File: src/source/harness_pkg.sv
package harness_pkg;

  // UART bit period in clk cycles
  localparam int CLKS_PER_BIT = 8;
  localparam int BIT_CNT_W = $clog2(CLKS_PER_BIT);

  localparam int CMD_W = 32;

  // Program memory, word addressed
  localparam int MEM_ADDR_W = 12;
  localparam int MEM_WORDS = 1 << MEM_ADDR_W;

  // Core reset release delay
  localparam int RELEASE_CYCLES = 16;
  localparam int REL_CNT_W = $clog2(RELEASE_CYCLES + 1);

  typedef enum logic [3:0] {
    OP_WRITE_LO     = 4'h1,
    OP_WRITE_HI     = 4'h2,
    OP_READ         = 4'h3,
    OP_HOLD_CORE    = 4'h4,
    OP_RELEASE_CORE = 4'h5
  } cmd_op_e;

  // Command layout, MSB first
  typedef struct packed {
    cmd_op_e               op;
    logic [MEM_ADDR_W-1:0] addr;
    logic [15:0]           imm;
  } cmd_fields_t;

  // Receivers fill raw, the controller reads f
  typedef union packed {
    logic [CMD_W-1:0] raw;
    cmd_fields_t      f;
  } cmd_word_u;

  typedef struct packed {
    logic      valid;
    cmd_word_u word;
  } cmd_strobe_t;

  // Half-word write into program memory
  typedef struct packed {
    logic                  valid;
    logic [MEM_ADDR_W-1:0] addr;
    logic                  hi;
    logic [15:0]           data16;
  } mem_wr_t;

  // Wishbone classic, core side
  typedef struct packed {
    logic        cyc;
    logic        stb;
    logic        we;
    logic [31:0] addr;
    logic [31:0] wdata;
  } wb_req_t;

  typedef struct packed {
    logic        ack;
    logic [31:0] rdata;
  } wb_rsp_t;

endpackage

File: src/source/spi_cmd_rx.sv
`timescale 1ns/1ps

module spi_cmd_rx (
  input  logic                     clk,
  input  logic                     reset_i,
  input  logic                     sck_i,
  input  logic                     cs_i,
  input  logic                     mosi_i,
  input  logic [31:0]              read_data_i,
  output logic                     miso_o,
  output harness_pkg::cmd_strobe_t cmd_o
);

  import harness_pkg::*;

  // Two sync stages plus one delayed copy for edge detection
  logic [2:0]       sck_sr_q;
  logic [2:0]       cs_sr_q;
  logic [1:0]       mosi_sr_q;
  logic [5:0]       bit_cnt_q;
  logic [CMD_W-1:0] shift_in_q;
  logic [31:0]      shift_out_q;
  logic             cs_act;
  logic             sck_rise;
  logic             sck_fall;
  logic             cs_fall;
  logic             cs_rise;

  always_ff @(posedge clk) begin
    if (reset_i) begin
      sck_sr_q  <= 3'b000;
      cs_sr_q   <= 3'b111;
      mosi_sr_q <= 2'b00;
    end else begin
      sck_sr_q  <= {sck_sr_q[1:0], sck_i};
      cs_sr_q   <= {cs_sr_q[1:0], cs_i};
      mosi_sr_q <= {mosi_sr_q[0], mosi_i};
    end
  end

  assign cs_act   = !cs_sr_q[1];
  assign sck_rise = sck_sr_q[1] && !sck_sr_q[2];
  assign sck_fall = !sck_sr_q[1] && sck_sr_q[2];
  assign cs_fall  = !cs_sr_q[1] && cs_sr_q[2];
  assign cs_rise  = cs_sr_q[1] && !cs_sr_q[2];

  // Saturating bit count, only a clean 32-bit frame is a command
  always_ff @(posedge clk) begin
    if (reset_i || cs_fall) begin
      bit_cnt_q <= '0;
    end else if (cs_act && sck_rise && bit_cnt_q != 6'd63) begin
      bit_cnt_q <= bit_cnt_q + 1'b1;
    end
  end

  always_ff @(posedge clk) begin
    if (cs_act && sck_rise) shift_in_q <= {shift_in_q[CMD_W-2:0], mosi_sr_q[1]};
    // MISO MSB is ready before the first rising sck
    if (cs_fall) begin
      shift_out_q <= read_data_i;
    end else if (cs_act && sck_fall) begin
      shift_out_q <= {shift_out_q[30:0], 1'b0};
    end
  end

  assign miso_o = shift_out_q[31];

  always_ff @(posedge clk) begin
    if (cs_rise) cmd_o.word.raw <= shift_in_q;
    cmd_o.valid <= cs_rise && (bit_cnt_q == 6'd32);
    if (reset_i) cmd_o.valid <= 1'b0;
  end

endmodule

File: config.mk
export PLATFORM = sky130hd
export DESIGN_NAME = spi_cmd_rx
export DESIGN_NICKNAME = d
export VERILOG_FILES = /design/src/source/harness_pkg.sv /design/src/source/spi_cmd_rx.sv
export SDC_FILE = /design/constraint.sdc
export NUM_CORES = 1
export LEC_CHECK = 0
export BUFFER_PORTS_ARGS = -buffer_cell sky130_fd_sc_hd__buf_4
export CAP_MARGIN = 5
export CORE_MARGIN = 3
export CORE_UTILIZATION = 30
export CTS_BUF_LIST = sky130_fd_sc_hd__clkbuf_2 sky130_fd_sc_hd__clkbuf_4 sky130_fd_sc_hd__clkbuf_8
export DETAILED_ROUTE_END_ITERATION = 12
export GPL_TIMING_DRIVEN = 0
export SYNTH_ARGS = -nofsm -noshare
export SYNTH_HDL_FRONTEND = slang
export SYNTH_SLANG_ARGS = --single-unit
File: constraint.sdc
create_clock -name clk -period 4.3 [get_ports clk]
set_clock_uncertainty 0.15 [all_clocks]
set_input_delay 0.645 -clock clk [delete_from_list [all_inputs] [get_ports clk]]
set_output_delay 0.645 -clock clk [all_outputs]
set_load 0.1 [all_outputs]
-- Yosys cells after proc, flatten, opt, wreduce, memory -nomap -nowiden
Index checks and enable logic that the tools add are counted.
- bits in registers: 111
- logic and storage cells: 27
- add/sub/neg operators: 1
- equal/unequal tests: 2
- muxes and demuxes: 2
- reductions and logical operators: 14
- operator list (cell ; count):
    $mux 32 ; 2
    $logic_and 1x1->1 ; 8
    $add 6x1->6 const B ; 1
    $eq 6x6->1 const B ; 1
    $ne 6x6->1 const B ; 1
    $logic_not 1->1 ; 4
    $reduce_bool 2->1 ; 1
    $logic_or 1x1->1 ; 1

-- Depth between registers and ports, before layout
Gate-level depths: netlist (run 1).
- depth after elaboration: 5
- mapped depth: 5
- mapped depth without buffers: 4

-- Worst setup path after synthesis (run 1)
Ideal clock, no wire load.
- kind: flip-flop to flip-flop
- start point: register cs_sr_q[1]
- end point: register cmd_o[0] (netlist bit) (enable)
- arrival: 1.855 ns
- setup slack: 1.869 ns
- stages on the path, launching flop included: 2
- buffers on the path: 0
- clock period less this slack: 2.431 ns
- path through: dfxtp_1 nor2b_1
- longest elaborated chain between the ends: 1
- RTL lines (element ; RTL line ; text):
    start: declaration ; spi_cmd_rx.sv:18 ; logic [2:0] cs_sr_q;
    start signal: assignment ; spi_cmd_rx.sv:36 ; cs_sr_q <= {cs_sr_q[1:0], cs_i};
    $logic_and 1x1->1 ; spi_cmd_rx.sv:45 ; assign cs_rise = cs_sr_q[1] && !cs_sr_q[2];
    net cs_rise ; spi_cmd_rx.sv:27 ; logic cs_rise;
    end: declaration ; spi_cmd_rx.sv:11 ; output harness_pkg::cmd_strobe_t cmd_o
The timed path passes the listed nets, and every way through them passes these cells.
A chain may end at the register's enable or synchronous reset.

-- Worst setup path after layout (run 1)
- start point: register cmd_o[10] (netlist bit)
- end point: output cmd_o[10] (netlist bit)
No word-level cell between the ends.

==> results by group, run 1 <==
Route
  • Vias: 2,166
  • Residual DRC: 0
  • Detailed Routing Iterations Pass 1: 5
  • Initial DRC Count: 131
  • Routed WL: 6012 um
  • Routed vias/inst: 4.173
  • Drt wl/cell: 11.58 um
  • Post-DRT Antenna Nets: 0

Global route
  • GR Overflow Total: 0
  • Overall routing resource usage: 8.406%
  • Largest net degree at the start of global routing: 38
  • Initial antenna violation count: 0
  • Vias in the first global route: 2,028
  • First-pass GRT wire length: 9646 um

Cells and area
  • Area Growth Syn to Fin: 24.39%
  • # nets final: 381
  • Layout cells sized above 1: 28.24%
  • N_diodes: 0
  • Cell area after layout: 4881 um2
  • Most common cell after layout, fill and taps aside: edfxtp_1
  • Most frequent cells in the layout: edfxtp_1 (96), nand2_1 (95), buf_4 (70)

Synth
  • Mapped Cells: 261
  • Mapped Area: 3924 um2
  • FFs w/ async S/R, synth: 0%
  • Yosys warnings: 0
  • Post-synth top area share: 73.47%
  • Yosys cell types: 30
  • Synth top area cells: edfxtp_1 (73%), nand2_1 (9.1%), dfxtp_1 (7.7%)
  • Net Count, Synth: 300
  • Sequential cell area fraction in the yosys report: 81.12%
  • Synth Register Bits: 111
  • Main flop type after synthesis: edfxtp_1
  • Avg Cell Area, Syn: 15.03 um2
  • Area leader, netlist: edfxtp_1
  • EDFF count, synth: 96

CTS
  • Post-CTS resize count: 0
  • Max clock buf depth: 2
  • Post-CTS setup buffer count: 0
  • CTS tree: done
  • Post-cts hold buffer count: 0
  • H-tree Lvls: 3
  • Worst skew pair latency: 0.36 ns
  • Num CTS Buffers: 9
  • Root buf cell: clkbuf_8
  • CTS sink count: 111
  • Clock transition at path regs: 0.11 ns

Pwr
  • Peak VDD IR: 125.3 uV
  • Part of the power in registers: 62.2%
  • Clock group share of total power: 31.5%
  • PD cells: 392.2 nW/um2
  • Lkg Pwr: 1.849 nW
  • P_sw: 459.4 uW
  • Net Sw Frac: 24.00%
  • Gate power share: 6.3%
  • Power, Total: 1.914 mW
  • Total internal power: 1.455 mW

Die
  • Die W: 120.4 um
  • Site Rows: 41
  • Die Footprint: 14,490 um2
  • I/O Pins: 71
  • Initial core utilization: 30.84%
  • Die height: 120.4 um
  • Core area: 12,720 um2

STA
  • Period utilisation layout: 42.56%
  • Unrepaired setup endpoints after global routing: no
  • Slew headroom: 39.69%
  • Slew @ Worst Pin: 0.9025 ns
  • Max Slew Vio Count: 0
  • # setup viols final: 0
  • FMAX: 546.4 MHz
  • Final hold viol count: 0
  • Setup_tns: 0 ns
  • Clock period minus final worst setup slack: 1.830 ns
  • Hold WS: 0.2709 ns

Setup path
  • Critical Path RT: 3.50 ns
  • Worst path cell trace: buf_4
  • Setup CP Type: reg2out
  • CP Launch Type: flop
  • Critical path's top delay family: flip-flops
  • RR Startpoint: cs_sr_q[1]$_SDFF_PP1_
  • Worst setup EP type: output pin
  • Setup crit start: cmd_o[10]$_DFFE_PP_
  • Worst-path fanout max: 1
  • CP bufs+invs: 1
  • Max stage delay cell, worst path: edfxtp_1
  • Crit-path max cell delay: 0.38 ns
  • Arrival time worst endpoint: 1.04 ns

Run
  • Max cap viols: 0

Min path
  • Hold WC Path Type: reg2reg
  • Hold Startpoint: mosi_sr_q[1]$_SDFF_PP0_

Placement
  • Placed cell area: 4679 um2
  • IO Port Bufs: 70
  • RD Place Congestion: 0.7448
  • DP Wirelength: 3978 um

Status
  • Status: finished clean
## stage by stage
stage	utilization (%)	setup slack, ns	std cells
floorplan	-	1.869	261
global placement	36.66	1.155	503
detailed placement	36.78	2.480	503
CTS	38.37	2.438	519
global route	38.37	2.359	519
finish	38.37	2.470	519
## state kept, by name (all words and copies together) (netlist names)
signal,flops
shift_in_q,32
cmd_o,33
shift_out_q,32
cs_sr_q,3
bit_cnt_q,6
sck_sr_q,3
mosi_sr_q,2
## cell usage after synthesis, types with 2 or more instances
master	n
edfxtp_1	96
nand2_1	95
dfxtp_1	15
clkbuf_1	7
nor2b_1	5
inv_1	4
nand3_1	4
nor3_1	3
or2_2	3
a21oi_1	2
a311oi_1	2
and3_1	2
and4_1	2
buf_2	2
ha_1	2
mux2i_1	2
nor2_1	2
## kinds of logic (layout without fill, tap and decap cells)
logic type               Yosys count  count (layout)  share of synthesized area [%]
AO/OA/AOI/OAI                      8               8                          2.264
buffers and inverters             14             100                          1.531
adder cells (fa/ha/maj)            2               2                         0.6377
flip-flops                       111             111                          81.12
multiplexers                       3               3                         0.7972
AND/OR/NAND/NOR                  123             123                          13.65
## final timing paths
path | end | slack [ns] | depth (start not counted)
hold reg to reg | shift_in_q[0]$_DFFE_PP_ | 0.27 | 0
setup / recovery | cmd_o[10] | 2.47 | 1
hold / removal | shift_in_q[0]$_DFFE_PP_ | 0.27 | 0
setup reg to reg | cmd_o[20]$_DFFE_PP_ | 2.51 | 1
## final cells by class
class,instances,area (um2)
repair buffers,70,525.5
inverters,5,23.77
multi-input cells,136,695.7
clock buffers,9,123.9
clock inverters,7,77.57
fillers,1249,7841
flip-flops and latches,111,3183
well taps,172,215.2
plain buffers,9,36.28
## power by group through the flow
stage                     registers [mW]  clock network, mW  logic (mW)
final                               1.19              0.603       0.121
after global routing                1.19              0.676       0.131
after CTS                           1.19              0.631       0.123
after detailed placement            1.22                  0       0.123
after global placement              1.22                  0       0.121
after floorplan                     1.26                  0      0.0328
## routing by layer
| metal | track usage [%] | wire length (um) | vias to the layer above | part of all wire [%] |
|---|---|---|---|---|
| li1 | - | - | 1081 | - |
| met1 | 11.07 | 2851 | 1008 | 47 |
| met2 | 12.99 | 2707 | 68 | 45 |
| met3 | 2.853 | 375 | 9 | 6.2 |
| met4 | 2.975 | 78 | 0 | 1.3 |
| met5 | 0 | 0 | - | 0 |
No activity file was read; power rests on OpenSTA's default activity.
==> run 2, diff against run 1 <==
Settings changed: ABC_AREA from default to 1.
Clock period 4.3 ns to 1.5 ns, I/O delays scaled along.
==> run 2 against run 1 <==
Net effect:
- the run now ends with setup timing left
- power increased to 3.0 times the previous value
- sequential power grew to 2.9 times the previous value
- via count is 19% higher
- register-to-register slack worse by 2.6 ns
- critical endpoint is now shift_out_q[23]$_DFFE_PP_
==> results by group, run 2 <==
Status
  • Status: finished with violations
  • Violated checks: setup timing

Die
  • I/O Pins: 71
  • Site Rows: 41
  • Die W: 120.6 um
  • Initial core utilization: 30.96%
  • Core area: 12,720 um2
  • Die Footprint: 14,540 um2
  • Die height: 120.6 um

CTS
  • Worst skew pair latency: 0.36 ns
  • Root buf cell: clkbuf_8
  • CTS sink count: 111
  • Max clock buf depth: 2
  • CTS tree: done
  • Num CTS Buffers: 9
  • Clock transition at path regs: 0.11 ns
  • H-tree Lvls: 3

Setup path
  • Setup crit start: cs_sr_q[2]$_SDFF_PP1_
  • R2r setup slk: -0.06 ns
  • FF-to-FF path depth: 8
  • CP Launch Type: flop
  • Setup CP Type: reg2reg
  • Worst setup EP type: flop
  • RR Startpoint: cs_sr_q[2]$_SDFF_PP1_
  • Worst-path fanout max: 5
  • Critical Path RT: 1.45 ns
  • Arrival time worst endpoint: 1.51 ns
  • Reg-to-reg endpoint: shift_out_q[23]$_DFFE_PP_
  • Crit path to: shift_out_q[23]$_DFFE_PP_

Pwr
  • PD cells: 1011 nW/um2
  • Total internal power: 4.571 mW
  • Gate power share: 8.1%
  • Clock group share of total power: 33.7%
  • Power, Total: 5.835 mW
  • Net Sw Frac: 21.67%
  • Lkg Pwr: 2.274 nW
  • Peak VDD IR: 556.7 uV
  • P_sw: 1.264 mW
  • Part of the power in registers: 58.3%

Cells and area
  • Biggest regs: cmd_o x33, shift_in_q x32, shift_out_q x32
  • # nets final: 474
  • Area Growth Syn to Fin: 46.54%
  • Most common cell after layout, fill and taps aside: nand2_1
  • Most frequent cells in the layout: nand2_1 (108), edfxtp_1 (96), buf_4 (77)
  • Area of the multi-input gates: 723.2 um2
  • Cell area after layout: 5772 um2
  • Largest register FFs: 33
  • Fillers: 1,122
  • Layout cells sized above 1: 33.64%
  • Register name with the most flops: cmd_o
  • N_diodes: 0
  • Util after Layout: 45.37%
  • Register area: 3201 um2

STA
  • FMAX: 642.7 MHz
  • Final hold viol count: 0
  • Slew @ Worst Pin: 0.5267 ns
  • Max Slew Vio Count: 0
  • Clock period minus final worst setup slack: 1.556 ns
  • Slew headroom: 64.81%
  • # setup viols final: 32
  • Slack of the critical path: -0.05604 ns
  • Period utilisation layout: 103.7%
  • Hold WS: 0.05262 ns
  • Unrepaired setup endpoints after global routing: yes

Synth
  • Avg Cell Area, Syn: 13.54 um2
  • EDFF count, synth: 96
  • Main flop type after synthesis: edfxtp_1
  • Synth Register Bits: 111
  • Area leader, netlist: edfxtp_1
  • Yosys cell types: 21
  • Most frequent cell after synthesis: nand2_1
  • Most frequent cells after synthesis: nand2_1 (110), edfxtp_1 (96), inv_1 (21), dfxtp_1 (15), nor2_1 (15)
  • FFs w/ async S/R, synth: 0%
  • Yosys warnings: 0
  • Net Count, Synth: 330
  • Post-synth top area share: 73.19%
  • Mapped Cells: 291
  • Synth top area cells: edfxtp_1 (73%), nand2_1 (10%), dfxtp_1 (7.6%)
  • Mapped Area: 3939 um2
  • Sequential cell area fraction in the yosys report: 80.81%

Route
  • Post-DRT Antenna Nets: 0
  • Vias: 2,567
  • Detailed Routing Iterations Pass 1: 4
  • Highest Signal Layer: met4
  • Met1 WL: 3235 um
  • WL met3: 377 um
  • Routed vias/inst: 4.194
  • Met2 WL post-DR: 4109 um
  • Drt wl/cell: 12.98 um
  • Initial DRC Count: 136
  • Residual DRC: 0
  • Routed WL: 7941 um

Placement
  • IO Port Bufs: 69
  • DP Wirelength: 4284 um
  • RD Place Congestion: 0.7447
  • Placed cell area: 4713 um2

Global route
  • GR Overflow Total: 0
  • First-pass GRT wire length: 12,190 um
  • Overall routing resource usage: 10.81%
  • Vias in the first global route: 2,533
  • Initial antenna violation count: 0
  • Largest net degree at the start of global routing: 33

Run
  • Max cap viols: 0

Min path
  • Hold WC Path Type: in2reg
==> run 2: changes by cell type in the layout (fill, tap and decap cells not counted), sizes merged, moves of 5 or more <==
cell / before / now
buf: 72 / 102
clkbuf: 16 / 11
clkinv: 5 / 0
dlygate4sd3: 0 / 35
inv: 7 / 25
nand2: 95 / 112
nor2: 2 / 19
nor2b: 5 / 0
==> run 2: kinds of logic (layout without fill, tap and decap cells) <==
group / after synthesis / after routing / share of synthesized area, %
AO/OA/AOI/OAI: 6 / 6 / 0.8259
adder cells (fa/ha/maj): 2 / 2 / 0.6352
XOR/XNOR: 1 / 1 / 0.2224
flip-flops: 111 / 111 / 80.81
AND/OR/NAND/NOR: 141 / 143 / 14.36
buffers and inverters: 30 / 177 / 3.145
==> run 2: area by class of cell <==
| cell class | instances | share of cell area [%] |
|---|---|---|
| Inverter | 22 | 1.474 |
| Multi-Input combinational cell | 152 | 12.53 |
| Clock buffer | 9 | 2.146 |
| Timing Repair Buffer | 131 | 22.09 |
| Clock inverter | 7 | 1.756 |
| Tap cell | 172 | 3.729 |
| Sequential cell | 111 | 55.45 |
| Buffer | 8 | 0.8238 |
==> run 2: critical path, stage by stage (launching register included) <==
cell and delay, ns:
dfxtp_4 0.36, inv_2 0.04, nor2_4 0.12, inv_2 0.05
buf_6 0.12, o31ai_4 0.06, buf_12 0.15, buf_12 0.11
clkbuf_16 0.13
==> run 2: worst min-delay path by stage <==
stage          cells after the start  slack, ns                     from                      end
3_3_place_gp                       0       0.24  mosi_sr_q[1]$_SDFF_PP0_  shift_in_q[0]$_DFFE_PP_
6_report                           2       0.05                  reset_i   sck_sr_q[1]$_SDFF_PP0_
5_1_grt                            2       0.08                  reset_i   sck_sr_q[0]$_SDFF_PP0_
3_5_place_dp                       0       0.24  mosi_sr_q[1]$_SDFF_PP0_  shift_in_q[0]$_DFFE_PP_
4_1_cts                            2       0.04                  reset_i   sck_sr_q[0]$_SDFF_PP0_
2_1_floorplan                      1       0.18                     cs_i    cs_sr_q[0]$_SDFF_PP1_
==> run 2: power by group through the flow <==
stage	clock, mW	sequential [mW]	combinational, mW
after detailed placement	0	3.48	0.309
final	1.97	3.40	0.471
after global placement	0	3.47	0.300
after CTS	2.03	3.40	0.468
after floorplan	0	3.56	0.0967
after global routing	2.15	3.41	0.507
==> run 2: repair_timing <==
action | in CTS | in global routing
hold buffers | 35 | 0
setup buffers | 22 | 3
endpoints found under the hold margin | 35 | 0
gates cloned | 5 | 2
endpoints found under the setup margin | 129 | 118
resized for setup | 20 | 21
pin swaps | 6 | 9
==> run 2: metrics by stage <==
stage | setup TNS, ns | worst slack, ns | std cells
2_1_floorplan | -14.10 | -0.3310 | 291
3_3_place_gp | -39.26 | -0.6288 | 532
3_5_place_dp | -33.85 | -0.5458 | 533
4_1_cts | -10.26 | -0.1613 | 611
5_1_grt | -3.759 | -0.1171 | 612
6_report | -1.177 | -0.05604 | 612
==> run 2: metal layers <==
| layer | vias to the layer above | global-route usage [%] |
|---|---|---|
| li1 | 1260 | - |
| met3 | 16 | 3.040 |
| met1 | 1222 | 12.67 |
| met4 | 0 | 5.595 |
| met5 | - | 0 |
| met2 | 69 | 18.09 |
==> run 3, diff against run 2 <==
Settings changed: CORE_ASPECT_RATIO from default to 0.8, SKIP_LAST_GASP from default to 1.
==> run 3 against run 2 <==
Net effect:
- the flow still finishes with violations (setup timing)
- sequential share of layout area rose by 1.8 points
- wire length rose by 1.5%
- register-to-register slack improved by 0.04 ns
- utilization fell by 0.76 points
- critical path depth fell by 2
- highest routed layer unchanged
==> results by group, run 3 (synthesized netlist as in run 2, its figures left out) <==
Cells and area
  • Register name with the most flops: cmd_o
  • Util after Layout: 44.60%
  • Largest register FFs: 33
  • Fillers: 1,168
  • Most common cell after layout, fill and taps aside: nand2_1
  • # nets final: 468
  • Layout cells sized above 1: 31.34%
  • Non-filler cells, final: 605
  • Most frequent cells in the layout: nand2_1 (109), edfxtp_1 (96), buf_4 (83)
  • Register area: 3198 um2
  • N_diodes: 0
  • Area of the multi-input gates: 690.7 um2
  • Biggest regs: cmd_o x33, shift_in_q x32, shift_out_q x32
  • Area Growth Syn to Fin: 41.80%

CTS
  • CTS sink count: 111
  • Worst skew pair latency: 0.37 ns
  • Root buf cell: clkbuf_8
  • CTS tree: done
  • Num CTS Buffers: 9
  • H-tree Lvls: 3
  • Max clock buf depth: 2
  • Clock transition at path regs: 0.11 ns

STA
  • Slew headroom: 75.09%
  • Final hold viol count: 0
  • Period utilisation layout: 101.1%
  • FMAX: 659.3 MHz
  • Slew @ Worst Pin: 0.3736 ns
  • Max Slew Vio Count: 0
  • Hold WS: 0.05965 ns
  • # setup viols final: 22
  • Setup_tns: -0.2609 ns
  • Unrepaired setup endpoints after global routing: yes
  • Clock period minus final worst setup slack: 1.517 ns
  • Slack of the critical path: -0.01666 ns

Route
  • Routed vias/inst: 4.220
  • Residual DRC: 0
  • Vias: 2,553
  • Routed WL: 8060 um
  • Initial DRC Count: 240
  • Detailed Routing Iterations Pass 1: 4
  • Drt wl/cell: 13.32 um
  • Post-DRT Antenna Nets: 0

Die
  • Die W: 134.1 um
  • Site Rows: 36
  • I/O Pins: 71
  • Die Footprint: 14,550 um2
  • Initial core utilization: 31.45%
  • Die height: 108.5 um
  • Core area: 12,520 um2

Placement
  • DP Wirelength: 4553 um
  • IO Port Bufs: 69
  • RD Place Congestion: 0.7035
  • Placed Cells: 532
  • Worst slack at placement: -0.6293 ns

Min path
  • Worst-case hold path end point: sck_sr_q[1]$_SDFF_PP0_
  • Worst hold path depth: 2
  • Hold Startpoint: reset_i
  • Hold WC Path Type: in2reg

Pwr
  • PD cells: 1000 nW/um2
  • Peak VDD IR: 455.2 uV
  • Lkg Pwr: 2.211 nW

Global route
  • Vias in the first global route: 2,641
  • Largest net degree at the start of global routing: 22
  • Overall routing resource usage: 11.80%
  • Initial antenna violation count: 0
  • GR Overflow Total: 0
  • First-pass GRT wire length: 13,060 um

Status
  • Status: finished with violations
  • Violated checks: setup timing

Setup path
  • FF-to-FF path depth: 6
  • Critical Path RT: 1.45 ns
  • Worst-path fanout max: 5
  • Worst setup EP type: flop
  • R2r setup slk: -0.02 ns
  • CP Launch Type: flop
  • Setup CP Type: reg2reg
  • RR Startpoint: cs_sr_q[1]$_SDFF_PP1_
  • Arrival time worst endpoint: 1.47 ns
  • Reg-to-reg endpoint: shift_out_q[4]$_DFFE_PP_

Run
  • Max cap viols: 0
==> run 3: how the worst max path moves through the flow <==
stage | startpoint | to | slack (ns)
floorplan | sck_sr_q[2]$_SDFF_PP0_ | shift_out_q[0]$_SDFFCE_PN0P_ | -0.33
global placement | sck_sr_q[2]$_SDFF_PP0_ | shift_out_q[13]$_DFFE_PP_ | -0.64
detailed placement | sck_sr_q[1]$_SDFF_PP0_ | bit_cnt_q[1]$_SDFFE_PP0P_ | -0.63
CTS | bit_cnt_q[1]$_SDFFE_PP0P_ | bit_cnt_q[4]$_SDFFE_PP0P_ | -0.004
global route | cs_sr_q[1]$_SDFF_PP1_ | shift_out_q[12]$_DFFE_PP_ | -0.06
finish | cs_sr_q[1]$_SDFF_PP1_ | shift_out_q[4]$_DFFE_PP_ | -0.02
==> run 3: critical path: stages (launching register included) <==
cell and delay, ns:
dfxtp_4 0.39, nor2_4 0.14, inv_2 0.05, buf_6 0.12
o31ai_4 0.08, buf_12 0.19, buf_16 0.12
==> run 3: per-layer routing <==
layer  share of wire (%)  up-vias  GRT usage (%)
li1                    -     1247              -
met2                  48       64          19.57
met5                   0        -              0
met4                 1.6        0          3.997
met1                  46     1228          15.00
met3                 4.0       14          3.395
==> run 3: area by class of cell <==
type | instances | share of cell area [%]
flip-flops and latches | 111 | 57.26
repair buffers | 125 | 20.65
multi-input cells | 152 | 12.37
well taps | 171 | 3.831
clock buffers | 9 | 2.218
inverters | 22 | 1.478
clock inverters | 7 | 1.299
plain buffers | 8 | 0.8961
==> run 3: timing repair <==
item / CTS / global route
resized for setup: 13 / 8
hold endpoints to repair: 35 / 0
pin swaps: 4 / 4
setup buffers: 16 / 3
setup endpoints to repair: 130 / 88
cloned: 5 / 0
hold buffers: 35 / 0
==> run 3: report_power, final <==
part           switching, mW  internal, mW  total, mW
clock network           1.08         0.656       1.74
registers             0.0194          3.38       3.40
logic                  0.236         0.214      0.450
==> run 3: stage by stage <==
stage                     instance area, um2  power [mW]
after floorplan                         3965       3.657
after global placement                  4697       3.777
after detailed placement                4712       3.786
after CTS                               5569       5.700
after global routing                    5585       5.825
final                                   5585       5.587
